==> config.mk <==
export PLATFORM = sky130hd
export DESIGN_NAME = idu_top
export DESIGN_NICKNAME = d
export VERILOG_FILES = /design/src/rv_dec_pkg.sv /design/src/inst_classify.sv /design/src/imm_gen.sv /design/src/reg_access.sv /design/src/id_ex_reg.sv /design/src/idu_top.sv
export SDC_FILE = /design/constraint.sdc
export NUM_CORES = 1
export LEC_CHECK = 0
export BUFFER_PORTS_ARGS = -buffer_cell sky130_fd_sc_hd__buf_2
export CAP_MARGIN = 40
export CORE_ASPECT_RATIO = 0.75
export CORE_MARGIN = 8
export CORE_UTILIZATION = 48
export DETAILED_ROUTE_END_ITERATION = 6
export PLACE_DENSITY_LB_ADDON = 0.08
export SLEW_MARGIN = 10
export SYNTH_ARGS = -nofsm -noshare
export SYNTH_HDL_FRONTEND = slang
export SYNTH_SLANG_ARGS = --single-unit
==> constraint.sdc <==
create_clock -name clk -period 2.1 [get_ports clk]
set_clock_uncertainty 0.1 [all_clocks]
set_input_delay 0.105 -clock clk [delete_from_list [all_inputs] [get_ports clk]]
set_output_delay 0.105 -clock clk [all_outputs]
set_load 0.03 [all_outputs]
==> src/rv_dec_pkg.sv <==
package rv_dec_pkg;

    localparam int XLEN       = 32;
    localparam int REG_ADDR_W = 5;

    // base opcodes, rv32im subset
    localparam logic [6:0] OPC_LUI    = 7'b0110111;
    localparam logic [6:0] OPC_AUIPC  = 7'b0010111;
    localparam logic [6:0] OPC_JAL    = 7'b1101111;
    localparam logic [6:0] OPC_JALR   = 7'b1100111;
    localparam logic [6:0] OPC_BRANCH = 7'b1100011;
    localparam logic [6:0] OPC_LOAD   = 7'b0000011;
    localparam logic [6:0] OPC_STORE  = 7'b0100011;
    localparam logic [6:0] OPC_OP_IMM = 7'b0010011;
    localparam logic [6:0] OPC_OP     = 7'b0110011;

    localparam logic [6:0] F7_BASE   = 7'b0000000;
    localparam logic [6:0] F7_ALT    = 7'b0100000; // sub, sra, srai
    localparam logic [6:0] F7_MULDIV = 7'b0000001;

    // group field at the top of the decode word
    localparam logic [2:0] GRP_NONE   = 3'd0;
    localparam logic [2:0] GRP_ALU    = 3'd1;
    localparam logic [2:0] GRP_BJP    = 3'd2;
    localparam logic [2:0] GRP_MULDIV = 3'd3;
    localparam logic [2:0] GRP_MEM    = 3'd4;

    localparam int DEC_PAYLOAD_W = 14;
    localparam int DEC_INFO_W    = 17;

    typedef struct packed {
        logic [2:0] grp;
        logic lui, auipc, add, sub, sll, slt, sltu;
        logic xor_op, srl, sra, or_op, and_op;
        logic op2imm;  // second operand is the immediate
        logic op1pc;   // first operand is the pc
    } alu_info_t;

    typedef struct packed {
        logic [2:0] grp;
        logic jump, beq, bne, blt, bge, bltu, bgeu;
        logic op1rs1;  // jalr target base is rs1
        logic [DEC_PAYLOAD_W-9:0] pad;
    } bjp_info_t;

    typedef struct packed {
        logic [2:0] grp;
        logic mul, mulh, mulhsu, mulhu, div, divu, rem, remu;
        logic op_mul, op_div;
        logic [DEC_PAYLOAD_W-11:0] pad;
    } muldiv_info_t;

    typedef struct packed {
        logic [2:0] grp;
        logic lb, lh, lw, lbu, lhu, sb, sh, sw;
        logic op_load, op_store;
        logic [DEC_PAYLOAD_W-11:0] pad;
    } mem_info_t;

    // one word, payload meaning picked by grp
    typedef union packed {
        alu_info_t    alu;
        bjp_info_t    bjp;
        muldiv_info_t muldiv;
        mem_info_t    mem;
    } dec_info_u;

    localparam int EX_CLASS_W = 3;

    localparam logic [EX_CLASS_W-1:0] EX_OTHER = 3'd0; // stores and illegal too
    localparam logic [EX_CLASS_W-1:0] EX_ALU   = 3'd1;
    localparam logic [EX_CLASS_W-1:0] EX_MUL   = 3'd2;
    localparam logic [EX_CLASS_W-1:0] EX_DIV   = 3'd3;
    localparam logic [EX_CLASS_W-1:0] EX_BJP   = 3'd4;
    localparam logic [EX_CLASS_W-1:0] EX_LOAD  = 3'd5;

endpackage

==> src/inst_classify.sv <==
`timescale 1ns/100ps

module inst_classify #(
    parameter bit MULDIV_EN = 1'b1
) (
    input  logic [rv_dec_pkg::XLEN-1:0]       inst_i,
    output rv_dec_pkg::dec_info_u             info_o,
    output logic [rv_dec_pkg::EX_CLASS_W-1:0] ex_class_o,
    output logic                              illegal_o
);

    wire [6:0] opcode = inst_i[6:0];
    wire [6:0] funct7 = inst_i[31:25];
    wire [7:0] f3     = 8'b1 << inst_i[14:12]; // one-hot funct3

    wire is_opimm  = (opcode == rv_dec_pkg::OPC_OP_IMM);
    wire is_op     = (opcode == rv_dec_pkg::OPC_OP);
    wire is_branch = (opcode == rv_dec_pkg::OPC_BRANCH);
    wire is_load   = (opcode == rv_dec_pkg::OPC_LOAD);
    wire is_store  = (opcode == rv_dec_pkg::OPC_STORE);
    wire is_lui    = (opcode == rv_dec_pkg::OPC_LUI);
    wire is_auipc  = (opcode == rv_dec_pkg::OPC_AUIPC);
    wire is_jal    = (opcode == rv_dec_pkg::OPC_JAL);
    wire is_jalr   = (opcode == rv_dec_pkg::OPC_JALR) & f3[0];

    wire f7_base = (funct7 == rv_dec_pkg::F7_BASE);
    wire f7_alt  = (funct7 == rv_dec_pkg::F7_ALT);
    wire f7_md   = (funct7 == rv_dec_pkg::F7_MULDIV);

    wire r_base = is_op & f7_base;
    wire r_md   = is_op & f7_md & MULDIV_EN; // m extension gate

    wire slli = is_opimm & f3[1] & f7_base;
    wire srli = is_opimm & f3[5] & f7_base;
    wire srai = is_opimm & f3[5] & f7_alt;
    wire imm_nonshift = is_opimm & ~(f3[1] | f3[5]);

    wire sub = is_op & f7_alt & f3[0];
    wire sra = is_op & f7_alt & f3[5];

    wire br_ok    = is_branch & ~(f3[2] | f3[3]);
    wire load_ok  = is_load & (f3[0] | f3[1] | f3[2] | f3[4] | f3[5]);
    wire store_ok = is_store & (f3[0] | f3[1] | f3[2]);

    wire type_mul = r_md & ~inst_i[14];
    wire type_div = r_md & inst_i[14];

    wire sel_alu = is_lui | is_auipc | imm_nonshift | slli | srli | srai | r_base | sub | sra;
    wire sel_bjp = is_jal | is_jalr | br_ok;
    wire sel_mem = load_ok | store_ok;

    wire shamt_bad = is_opimm & (f3[1] | f3[5]) & f7_md; // slli/srli with m funct7

    rv_dec_pkg::dec_info_u alu_w, bjp_w, md_w, mem_w;

    always_comb begin
        alu_w = '0;
        alu_w.alu.grp    = rv_dec_pkg::GRP_ALU;
        alu_w.alu.lui    = is_lui;
        alu_w.alu.auipc  = is_auipc;
        alu_w.alu.add    = (is_opimm & f3[0]) | (r_base & f3[0]); // nop lands here
        alu_w.alu.sub    = sub;
        alu_w.alu.sll    = slli | (r_base & f3[1]);
        alu_w.alu.slt    = (is_opimm & f3[2]) | (r_base & f3[2]);
        alu_w.alu.sltu   = (is_opimm & f3[3]) | (r_base & f3[3]);
        alu_w.alu.xor_op = (is_opimm & f3[4]) | (r_base & f3[4]);
        alu_w.alu.srl    = srli | (r_base & f3[5]);
        alu_w.alu.sra    = srai | sra;
        alu_w.alu.or_op  = (is_opimm & f3[6]) | (r_base & f3[6]);
        alu_w.alu.and_op = (is_opimm & f3[7]) | (r_base & f3[7]);
        alu_w.alu.op2imm = is_opimm | is_lui | is_auipc;
        alu_w.alu.op1pc  = is_auipc;

        bjp_w = '0;
        bjp_w.bjp.grp    = rv_dec_pkg::GRP_BJP;
        bjp_w.bjp.jump   = is_jal | is_jalr;
        bjp_w.bjp.beq    = is_branch & f3[0];
        bjp_w.bjp.bne    = is_branch & f3[1];
        bjp_w.bjp.blt    = is_branch & f3[4];
        bjp_w.bjp.bge    = is_branch & f3[5];
        bjp_w.bjp.bltu   = is_branch & f3[6];
        bjp_w.bjp.bgeu   = is_branch & f3[7];
        bjp_w.bjp.op1rs1 = is_jalr;

        md_w = '0;
        md_w.muldiv.grp    = rv_dec_pkg::GRP_MULDIV;
        {md_w.muldiv.mul, md_w.muldiv.mulh, md_w.muldiv.mulhsu, md_w.muldiv.mulhu}
            = {4{r_md}} & {f3[0], f3[1], f3[2], f3[3]};
        {md_w.muldiv.div, md_w.muldiv.divu, md_w.muldiv.rem, md_w.muldiv.remu}
            = {4{r_md}} & {f3[4], f3[5], f3[6], f3[7]};
        md_w.muldiv.op_mul = type_mul;
        md_w.muldiv.op_div = type_div;

        mem_w = '0;
        mem_w.mem.grp      = rv_dec_pkg::GRP_MEM;
        {mem_w.mem.lb, mem_w.mem.lh, mem_w.mem.lw, mem_w.mem.lbu, mem_w.mem.lhu}
            = {5{is_load}} & {f3[0], f3[1], f3[2], f3[4], f3[5]};
        {mem_w.mem.sb, mem_w.mem.sh, mem_w.mem.sw} = {3{is_store}} & {f3[0], f3[1], f3[2]};
        mem_w.mem.op_load  = load_ok;
        mem_w.mem.op_store = store_ok;
    end

    // at most one select is high, none gives GRP_NONE
    assign info_o = ({rv_dec_pkg::DEC_INFO_W{sel_alu}} & alu_w)
                  | ({rv_dec_pkg::DEC_INFO_W{sel_bjp}} & bjp_w)
                  | ({rv_dec_pkg::DEC_INFO_W{r_md}}    & md_w)
                  | ({rv_dec_pkg::DEC_INFO_W{sel_mem}} & mem_w);

    assign ex_class_o = sel_alu  ? rv_dec_pkg::EX_ALU  :
                        type_mul ? rv_dec_pkg::EX_MUL  :
                        type_div ? rv_dec_pkg::EX_DIV  :
                        sel_bjp  ? rv_dec_pkg::EX_BJP  :
                        load_ok  ? rv_dec_pkg::EX_LOAD :
                                   rv_dec_pkg::EX_OTHER;

    assign illegal_o = (info_o.alu.grp == rv_dec_pkg::GRP_NONE) | shamt_bad;

endmodule

==> src/imm_gen.sv <==
`timescale 1ns/100ps

module imm_gen (
    input  logic [rv_dec_pkg::XLEN-1:0] inst_i,
    output logic [rv_dec_pkg::XLEN-1:0] imm_o
);

    localparam int XLEN = rv_dec_pkg::XLEN;

    logic [6:0]      opcode;
    logic            shift_imm;
    logic [XLEN-1:0] imm_i_type;

    assign opcode     = inst_i[6:0];
    assign shift_imm  = (inst_i[13:12] == 2'b01); // funct3 001 or 101
    assign imm_i_type = {{(XLEN-12){inst_i[31]}}, inst_i[31:20]};

    always_comb begin
        case (opcode)
            rv_dec_pkg::OPC_LUI,
            rv_dec_pkg::OPC_AUIPC:  imm_o = {inst_i[31:12], 12'b0};
            rv_dec_pkg::OPC_JAL:    imm_o = {{(XLEN-20){inst_i[31]}}, inst_i[19:12],
                                             inst_i[20], inst_i[30:21], 1'b0};
            rv_dec_pkg::OPC_JALR,
            rv_dec_pkg::OPC_LOAD:   imm_o = imm_i_type;
            rv_dec_pkg::OPC_OP_IMM: begin
                // shamt only, upper bits belong to funct7
                imm_o = shift_imm ? {{(XLEN-5){1'b0}}, inst_i[24:20]} : imm_i_type;
            end
            rv_dec_pkg::OPC_BRANCH: imm_o = {{(XLEN-12){inst_i[31]}}, inst_i[7],
                                             inst_i[30:25], inst_i[11:8], 1'b0};
            rv_dec_pkg::OPC_STORE:  imm_o = {{(XLEN-12){inst_i[31]}}, inst_i[31:25],
                                             inst_i[11:7]};
            default:                imm_o = '0;
        endcase
    end

endmodule

==> src/reg_access.sv <==
`timescale 1ns/100ps

module reg_access (
    input  logic [rv_dec_pkg::XLEN-1:0]       inst_i,
    output logic [rv_dec_pkg::REG_ADDR_W-1:0] rs1_addr_o,
    output logic [rv_dec_pkg::REG_ADDR_W-1:0] rs2_addr_o,
    output logic                              rs1_re_o,
    output logic                              rs2_re_o,
    output logic [rv_dec_pkg::REG_ADDR_W-1:0] rd_addr_o,
    output logic                              rd_write_o
);

    wire [6:0] opcode = inst_i[6:0];
    wire [rv_dec_pkg::REG_ADDR_W-1:0] rd  = inst_i[11:7];
    wire [rv_dec_pkg::REG_ADDR_W-1:0] rs1 = inst_i[19:15];
    wire [rv_dec_pkg::REG_ADDR_W-1:0] rs2 = inst_i[24:20];

    // u-type and jal carry no rs1 field
    wire use_rs1 = ~((opcode == rv_dec_pkg::OPC_LUI) | (opcode == rv_dec_pkg::OPC_AUIPC)
                   | (opcode == rv_dec_pkg::OPC_JAL));
    wire use_rs2 = (opcode == rv_dec_pkg::OPC_OP) | (opcode == rv_dec_pkg::OPC_STORE)
                 | (opcode == rv_dec_pkg::OPC_BRANCH);

    wire use_rd = (opcode == rv_dec_pkg::OPC_LUI)  | (opcode == rv_dec_pkg::OPC_AUIPC)
                | (opcode == rv_dec_pkg::OPC_JAL)  | (opcode == rv_dec_pkg::OPC_JALR)
                | (opcode == rv_dec_pkg::OPC_LOAD) | (opcode == rv_dec_pkg::OPC_OP_IMM)
                | (opcode == rv_dec_pkg::OPC_OP);

    assign rs1_addr_o = use_rs1 ? rs1 : '0;
    assign rs2_addr_o = use_rs2 ? rs2 : '0;
    assign rs1_re_o   = use_rs1 && (rs1 != '0); // x0 needs no port
    assign rs2_re_o   = use_rs2 && (rs2 != '0);

    assign rd_write_o = use_rd && (rd != '0);
    assign rd_addr_o  = rd_write_o ? rd : '0;

endmodule

==> src/id_ex_reg.sv <==
`timescale 1ns/100ps

module id_ex_reg (
    input  logic                              clk,
    input  logic                              reset_i,
    input  logic                              valid_i,
    input  logic [rv_dec_pkg::XLEN-1:0]       inst_addr_i,
    input  rv_dec_pkg::dec_info_u             info_i,
    input  logic [rv_dec_pkg::EX_CLASS_W-1:0] ex_class_i,
    input  logic                              illegal_i,
    input  logic [rv_dec_pkg::XLEN-1:0]       imm_i,
    input  logic [rv_dec_pkg::REG_ADDR_W-1:0] rd_addr_i,
    input  logic                              rd_write_i,
    output logic                              valid_o,
    output logic [rv_dec_pkg::XLEN-1:0]       inst_addr_o,
    output rv_dec_pkg::dec_info_u             info_o,
    output logic [rv_dec_pkg::EX_CLASS_W-1:0] ex_class_o,
    output logic                              illegal_o,
    output logic [rv_dec_pkg::XLEN-1:0]       imm_o,
    output logic [rv_dec_pkg::REG_ADDR_W-1:0] rd_waddr_o,
    output logic                              reg_we_o
);

    always_ff @(posedge clk) begin
        if (reset_i) begin
            valid_o     <= 1'b0;
            illegal_o   <= 1'b0;
            reg_we_o    <= 1'b0;
            inst_addr_o <= '0;
            info_o      <= '0;
            ex_class_o  <= '0;
            imm_o       <= '0;
            rd_waddr_o  <= '0;
        end else begin
            valid_o   <= valid_i;
            illegal_o <= valid_i & illegal_i;
            reg_we_o  <= valid_i & ~illegal_i & rd_write_i; // no write-back on a trap
            if (valid_i) begin
                inst_addr_o <= inst_addr_i;
                info_o      <= info_i;
                ex_class_o  <= ex_class_i;
                imm_o       <= imm_i;
                rd_waddr_o  <= rd_addr_i;
            end
        end
    end

endmodule

==> src/idu_top.sv <==
`timescale 1ns/100ps

module idu_top #(
    parameter bit MULDIV_EN = 1'b1
) (
    input  logic                              clk,
    input  logic                              reset_i,
    input  logic [rv_dec_pkg::XLEN-1:0]       inst_i,
    input  logic [rv_dec_pkg::XLEN-1:0]       inst_addr_i,
    input  logic                              inst_valid_i,
    // register file read side, same cycle
    output logic [rv_dec_pkg::REG_ADDR_W-1:0] reg1_raddr_o,
    output logic [rv_dec_pkg::REG_ADDR_W-1:0] reg2_raddr_o,
    output logic                              rs1_re_o,
    output logic                              rs2_re_o,
    // to execute, one cycle later
    output logic                              valid_o,
    output logic [rv_dec_pkg::XLEN-1:0]       inst_addr_o,
    output logic [rv_dec_pkg::XLEN-1:0]       imm_o,
    output rv_dec_pkg::dec_info_u             info_o,
    output logic [rv_dec_pkg::EX_CLASS_W-1:0] ex_class_o,
    output logic [rv_dec_pkg::REG_ADDR_W-1:0] rd_waddr_o,
    output logic                              reg_we_o,
    output logic                              illegal_o
);

    rv_dec_pkg::dec_info_u             info;
    logic [rv_dec_pkg::EX_CLASS_W-1:0] ex_class;
    logic                              illegal_raw; // not yet qualified by valid
    logic [rv_dec_pkg::XLEN-1:0]       imm;
    logic [rv_dec_pkg::REG_ADDR_W-1:0] rd_addr;
    logic                              rd_write;

    inst_classify #(
        .MULDIV_EN (MULDIV_EN)
    ) u_classify (
        .inst_i     (inst_i),
        .info_o     (info),
        .ex_class_o (ex_class),
        .illegal_o  (illegal_raw)
    );

    imm_gen u_imm_gen (
        .inst_i (inst_i),
        .imm_o  (imm)
    );

    reg_access u_reg_access (
        .inst_i     (inst_i),
        .rs1_addr_o (reg1_raddr_o),
        .rs2_addr_o (reg2_raddr_o),
        .rs1_re_o   (rs1_re_o),
        .rs2_re_o   (rs2_re_o),
        .rd_addr_o  (rd_addr),
        .rd_write_o (rd_write)
    );

    id_ex_reg u_id_ex_reg (
        .clk         (clk),
        .reset_i     (reset_i),
        .valid_i     (inst_valid_i),
        .inst_addr_i (inst_addr_i),
        .info_i      (info),
        .ex_class_i  (ex_class),
        .illegal_i   (illegal_raw),
        .imm_i       (imm),
        .rd_addr_i   (rd_addr),
        .rd_write_i  (rd_write),
        .valid_o     (valid_o),
        .inst_addr_o (inst_addr_o),
        .info_o      (info_o),
        .ex_class_o  (ex_class_o),
        .illegal_o   (illegal_o),
        .imm_o       (imm_o),
        .rd_waddr_o  (rd_waddr_o),
        .reg_we_o    (reg_we_o)
    );

endmodule

## Word-level counts from Yosys, hierarchy flattened

Cells that the tools add are included.

- Input bits: 67
- Register bits after elaboration: 92
- Output and inout bits: 104

- Reduce and logical (&&, ||, !) cells: 10
- Mux-type cells: 10
- Equal/unequal tests: 12
- Shifts and indexed selects: 1
- Bitwise operators: 94

Operator list:

| kind | number |
|---|---|
| case mux 32 bit (6 select lines) | 1 |
| bitwise OR 17 bit | 3 |
| bitwise AND 1 bit | 42 |
| bitwise OR 1 bit | 36 |
| bitwise AND 17 x 16 -> 17 bit | 2 |
| two-way mux 32 bit | 1 |
| == test 7 x 6 -> 1 bit, second input constant | 4 |
| == test 7 bit, second input constant | 3 |
| bitwise AND 17 x 15 -> 17 bit | 1 |
| bitwise AND 17 bit | 1 |
| two-way mux 3 bit | 5 |
| two-way mux 5 bit | 3 |
| nonzero test 5 bit | 3 |
| == test 7 x 5 -> 1 bit, second input constant | 2 |
| bitwise AND 4 bit | 2 |
| left shift 1 x 3 -> 8 bit, first input constant | 1 |
| == test 7 x 1 -> 1 bit, second input constant | 1 |
| == test 7 x 2 -> 1 bit, second input constant | 1 |
| logical NOT 7 bit | 1 |
| bitwise AND 5 bit | 1 |
| inverter 1 bit | 5 |
| OR reduction 2 bit | 2 |
| bitwise AND 3 bit | 1 |
| logical AND 1 bit | 3 |
| 2 further kinds | 2 |

## Longest topological paths before layout

- Word-level depth: 20
- Depth in mapped cells: 8

## Hierarchy

Synthesis repeated with hierarchy kept, for this count alone.

- Cells, all modules: 503
- Area, all modules: 4,624.4 um^2

Modules (own cells, without submodules):

| module | sequential area each (um^2) | cells an instance | instances | area each (um^2) |
|---|---|---|---|---|
| id_ex_reg | 1,841.8 | 293 | 1 | 3,215.6 |
| inst_classify | 0.0 | 112 | 1 | 699.4 |
| imm_gen | 0.0 | 64 | 1 | 478.0 |
| reg_access | 0.0 | 34 | 1 | 231.5 |

## Worst setup path before layout

No wires, ideal clock.

- Path kind: input port to flip-flop
- From: input inst_i[3] in the netlist's numbering
- To: register u_id_ex_reg.imm_o[22] in the netlist's numbering
- Library setup time: 69 ps
- Data arrival time: 1,417 ps
- Stages on the path: 8
- Slack: 514 ps
- Cells stage by stage: buf_4 -> nor2_1 -> o21ai_1 -> a211o_1 -> buf_2 -> a211o_1 -> buf_6 -> o21ai_2

- Cells in the longest elaborated chain, start to end: 3

Ends and longest elaborated chain:

| element | line | text |
|---|---|---|
| start: declaration | idu_top.sv:8 | `input logic [rv_dec_pkg::XLEN-1:0] inst_i,` |
| == test 7 bit (tied with other cells) | imm_gen.sv:19 | `case (opcode)` |
| OR reduction 2 bit | imm_gen.sv:19 |  |
| case mux 32 bit (6 select lines) (*) | imm_gen.sv:19 |  |
| end signal: assignment | id_ex_reg.sv:42 | `imm_o <= imm_i;` |
| end: declaration | id_ex_reg.sv:19 | `output logic [rv_dec_pkg::XLEN-1:0] imm_o,` |

Every way passes the cells marked *; elsewhere a longest branch is shown, timed or not.
A chain may end at the register's enable or synchronous reset.

## Worst setup path in the final report

- From: input inst_i[27] in the netlist's numbering
- To: register u_id_ex_reg.info_o[6] in the netlist's numbering

- Cells in the longest elaborated chain, start to end: 12

Ends and longest elaborated chain:

| element | line | text |
|---|---|---|
| logical NOT 7 bit | inst_classify.sv:26 | `wire f7_base = (funct7 == rv_dec_pkg::F7_BASE);` |
| bitwise AND 1 bit | inst_classify.sv:33 | `wire slli = is_opimm & f3[1] & f7_base;` |
| bitwise OR 1 bit (6 in a row) | inst_classify.sv:48 | `wire sel_alu = is_lui \| is_auipc \| imm_nonshift \| slli \| srli \| srai \| r_base \| sub \| sra;` |
| bitwise AND 17 x 15 -> 17 bit | inst_classify.sv:104 | `assign info_o = ({rv_dec_pkg::DEC_INFO_W{sel_alu}} & alu_w)` |
| bitwise OR 17 bit | inst_classify.sv:105 | `\| ({rv_dec_pkg::DEC_INFO_W{sel_bjp}} & bjp_w)` |
| bitwise OR 17 bit (*) | inst_classify.sv:106 | `\| ({rv_dec_pkg::DEC_INFO_W{r_md}} & md_w)` |
| bitwise OR 17 bit (*) | inst_classify.sv:107 | `\| ({rv_dec_pkg::DEC_INFO_W{sel_mem}} & mem_w);` |
| end signal: assignment | id_ex_reg.sv:40 | `info_o <= info_i;` |
| end: declaration | id_ex_reg.sv:16 | `output rv_dec_pkg::dec_info_u info_o,` |

Marks and branches as above.

==> out/results.md <==
| Item | Value | Unit |
| --- | --- | --- |
| Chip Height | 96.71 | um |
| Final routed DRC violation total | 0 | - |
| Area inside the core boundary | 8454 | sq um |
| Final global-route overflow total | 0 | - |
| Total iterations of the first detailed-routing run | 6 | - |
| Starting density of the core | 49.31 | % |
| Fin. max-slew vios | 0 | - |
| Most common flop cell mapped by yosys | dfxtp_1 | - |
| # Max-Cap Violations | 0 | - |
| Drt initial violations | 412 | - |
| XOR/XNOR share of the synthesized area | 0 | % |
| Number of hold-slack violations in the final timing report | 0 | - |
| Std-Cell Rows | 29 | - |
| Synthesized netlist cell count | 471 | - |
| Final min period | 1894 | ps |
| Status | complete, no violations | - |
| Synthesized netlist net count | 538 | - |
| CTS tree | done | - |
| Routed WL per cell | 17.18 | um |
| Antenna viol nets, final | 0 | - |
| Start-to-end type of the worst setup path | in -> reg | - |
| Wire length reported by the detailed router | 13.59 | mm |
| Unrepaired setup endpoints after global routing | no | - |
| Maximum clock insertion buffer count | 2 | - |
| Total clock sinks | 92 | - |
| Simple-gate share of the synthesized area | 22.21 | % |
| Worst slew margin relative to its limit | 56.40 | % |
| Cell variety after synth | 63 | - |
| Cell area after synthesis | 4169 | sq um |
| Proportion of synthesized area in mux cells | 8.403 | % |
| Final #Nets | 745 | - |
| First-pass GRT wire length | 21.97 | mm |
| Total Die Area | 11950 | sq um |
| Latest clock arrival within the worst-skew pair | 340 | ps |
| Transition at the pin with the smallest max-transition slack | 654.0 | ps |
| Number of ports placed on the die boundary | 171 | - |
| Total Power Consumption | 0.004068 | W |
| TritonCTS Buffers | 9 | - |
| Hold WS | 8.292 | ps |
| Highest Clock Rate | 528.1 | MHz |
| Kind of start point of the critical path | input pin | - |
| Cell area power density | 690.6 | nW/um^2 |
| Antenna violations before repair | 1 | - |
| Most used cells in the layout excluding fill and tap cells | buf_2, dfxtp_1, nor2_1 | - |
| Fill cells | 693 | - |
| Maximum resistive drop on vdd | 654.7 | uV |
| Sequential share of the synthesized area | 44.18 | % |
| Main combinational cell family by area after synthesis | simple AND/OR/NAND/NOR gates | - |
| Max Fanout on Critical Path | 4 | - |
| Post-CTS clock slew at the launch and capture registers of the worst setup and hold paths | 60 | ps |
| Setup violations, final | 0 | - |
| Count of warnings emitted by yosys | 0 | - |
| Vias in the first global route | 4341 | - |
| Setup tns final | 0 | ps |
| Post-synthesis compound-gate area fraction | 20.77 | % |
| Flip-flop and latch count after synthesis | 92 | - |
| Buffer cell driving the clock tree root | clkbuf_16 | - |
| Largest net degree at the start of global routing | 60 | - |
| Die extent in x | 123.6 | um |
| Classification of the worst-slack hold path | in -> reg | - |
| Mean number of vias per cell | 5.512 | - |
| GPL Wtd Cong | 0.8915 | - |
| Syn-to-layout area delta | 41.30 | % |
| Layout cell share with drive strength beyond 1 | 32.70 | % |
| Data arrival at the endpoint of the critical path | 2040 | ps |
| Synth Area per Inst | 8.851 | sq um |
| Post-CTS repair timing setup buffer count | 0 | - |
| Leakage dissipation | 2.792 | nW |
| Most common library cell in the layout ignoring fill and taps | buf_2 | - |
| DR vias | 4360 | - |
| Number of flops mapped to enable cells by yosys | 0 | - |
| Final HPWL DP | 9.753 | mm |
| Port-buffer cells | 170 | - |
| Total routing usage reported by global routing | 22.59 | % |
| Required time of the worst setup path | 2240 | ps |
| Adder-Cell Fraction of Synth Area | 0 | % |
| Share of the clock period used by the worst path | 90.18 | % |
| Max H-tree Level | 3 | - |
| Async set-reset flop share out of synthesis | 0 | % |
| Element type at the critical path end | flip-flop | - |
[area by class of cell]
| cell class | count | area (sq um) | share of cell area [%] |
|---|---|---|---|
| Multi-Input combinational cell | 339 | 2156 | 36.60 |
| Sequential cell | 92 | 1842 | 31.27 |
| Timing Repair Buffer | 231 | 1436 | 24.38 |
| Clock buffer | 12 | 256.5 | 4.354 |
| Tap cell | 108 | 135.1 | 2.294 |
| Clock inverter | 3 | 43.79 | 0.7434 |
| Inverter | 5 | 18.77 | 0.3186 |
| Antenna cell | 1 | 2.502 | 0.04248 |
[power by group]
part           switching, W  total, W  internal (W)
clock network      0.000643   0.00163      0.000983
registers         0.0000253   0.00183       0.00180
logic              0.000380  0.000617      0.000237
total               0.00105   0.00407       0.00302
[cell families after synthesis]
kind of cell           Yosys count
and+or+nand+nor                185
AOI/OAI and AO/OA              119
DFF                             92
buffers and inverters           40
muxes                           35
[what timing repair did]
item                                    in CTS  in global routing
hold buffers                                45                  0
resized for setup                            0                  2
endpoints found under the setup margin       0                  2
endpoints found under the hold margin       48                  0
[worst max-delay path: stages]
cell	delay [ps]
dlygate4sd3_1	540
buf_2	140
nor3_1	200
buf_4	170
and4_1	300
nand2_1	110
o211a_1	250
a211oi_1	220
[worst paths after layout]
check / from / end / slack, ps / cells after the start
min: inst_i[22] / u_id_ex_reg.imm_o[22] / 8 / 3
min reg2reg: u_id_ex_reg.imm_o[11] / u_id_ex_reg.imm_o[11] / 350 / 2
max: inst_i[27] / u_id_ex_reg.info_o[6] / 210 / 8
max reg2reg: u_id_ex_reg.imm_o[25] / u_id_ex_reg.imm_o[25] / 1190 / 3
[synth_stat cells (6+ instances only)]
| cell type | number | area [sq um] |
|---|---|---|
| dfxtp_1 | 92 | 1842 |
| nor2_1 | 69 | 259.0 |
| nand2_1 | 39 | 146.4 |
| mux2i_1 | 35 | 350.3 |
| a21oi_1 | 21 | 105.1 |
| clkbuf_1 | 20 | 75.07 |
| nor2b_1 | 17 | 106.4 |
| o21ai_0 | 15 | 75.07 |
| a22o_1 | 12 | 105.1 |
| a31oi_1 | 12 | 75.07 |
| nor3_1 | 11 | 55.05 |
| a211oi_1 | 9 | 67.56 |
| a21o_1 | 8 | 60.06 |
| nand3_1 | 8 | 40.04 |
| o21ai_2 | 8 | 70.07 |
| and2_1 | 6 | 37.54 |
| buf_2 | 6 | 30.03 |
[sequential cells by signal (all words and copies together) (netlist names)]
register / count
u_id_ex_reg.inst_addr_o: 32
u_id_ex_reg.illegal_o: 1
u_id_ex_reg.imm_o: 32
u_id_ex_reg.reg_we_o: 1
u_id_ex_reg.ex_class_o: 3
u_id_ex_reg.valid_o: 1
u_id_ex_reg.rd_waddr_o: 5
u_id_ex_reg.info_o: 17
[through the flow]
stage	worst slack, ps	util, %	cells	instance area, sq um
after detailed placement	219.6	60.63	730	5126
after global placement	246.4	60.63	730	5126
after CTS	151.2	69.51	790	5877
after floorplan	513.7	-	471	4169
final	206.3	69.68	791	5891
after global routing	54.65	69.68	791	5891
[metal layers]
layer  part of all wire (%)  GRT usage (%)
met1                     44          29.13
met2                     46          36.11
met3                    8.3          5.749
met4                    1.6          6.464
met5                      0              0
Note: power is estimated with default switching activity, not from simulation.
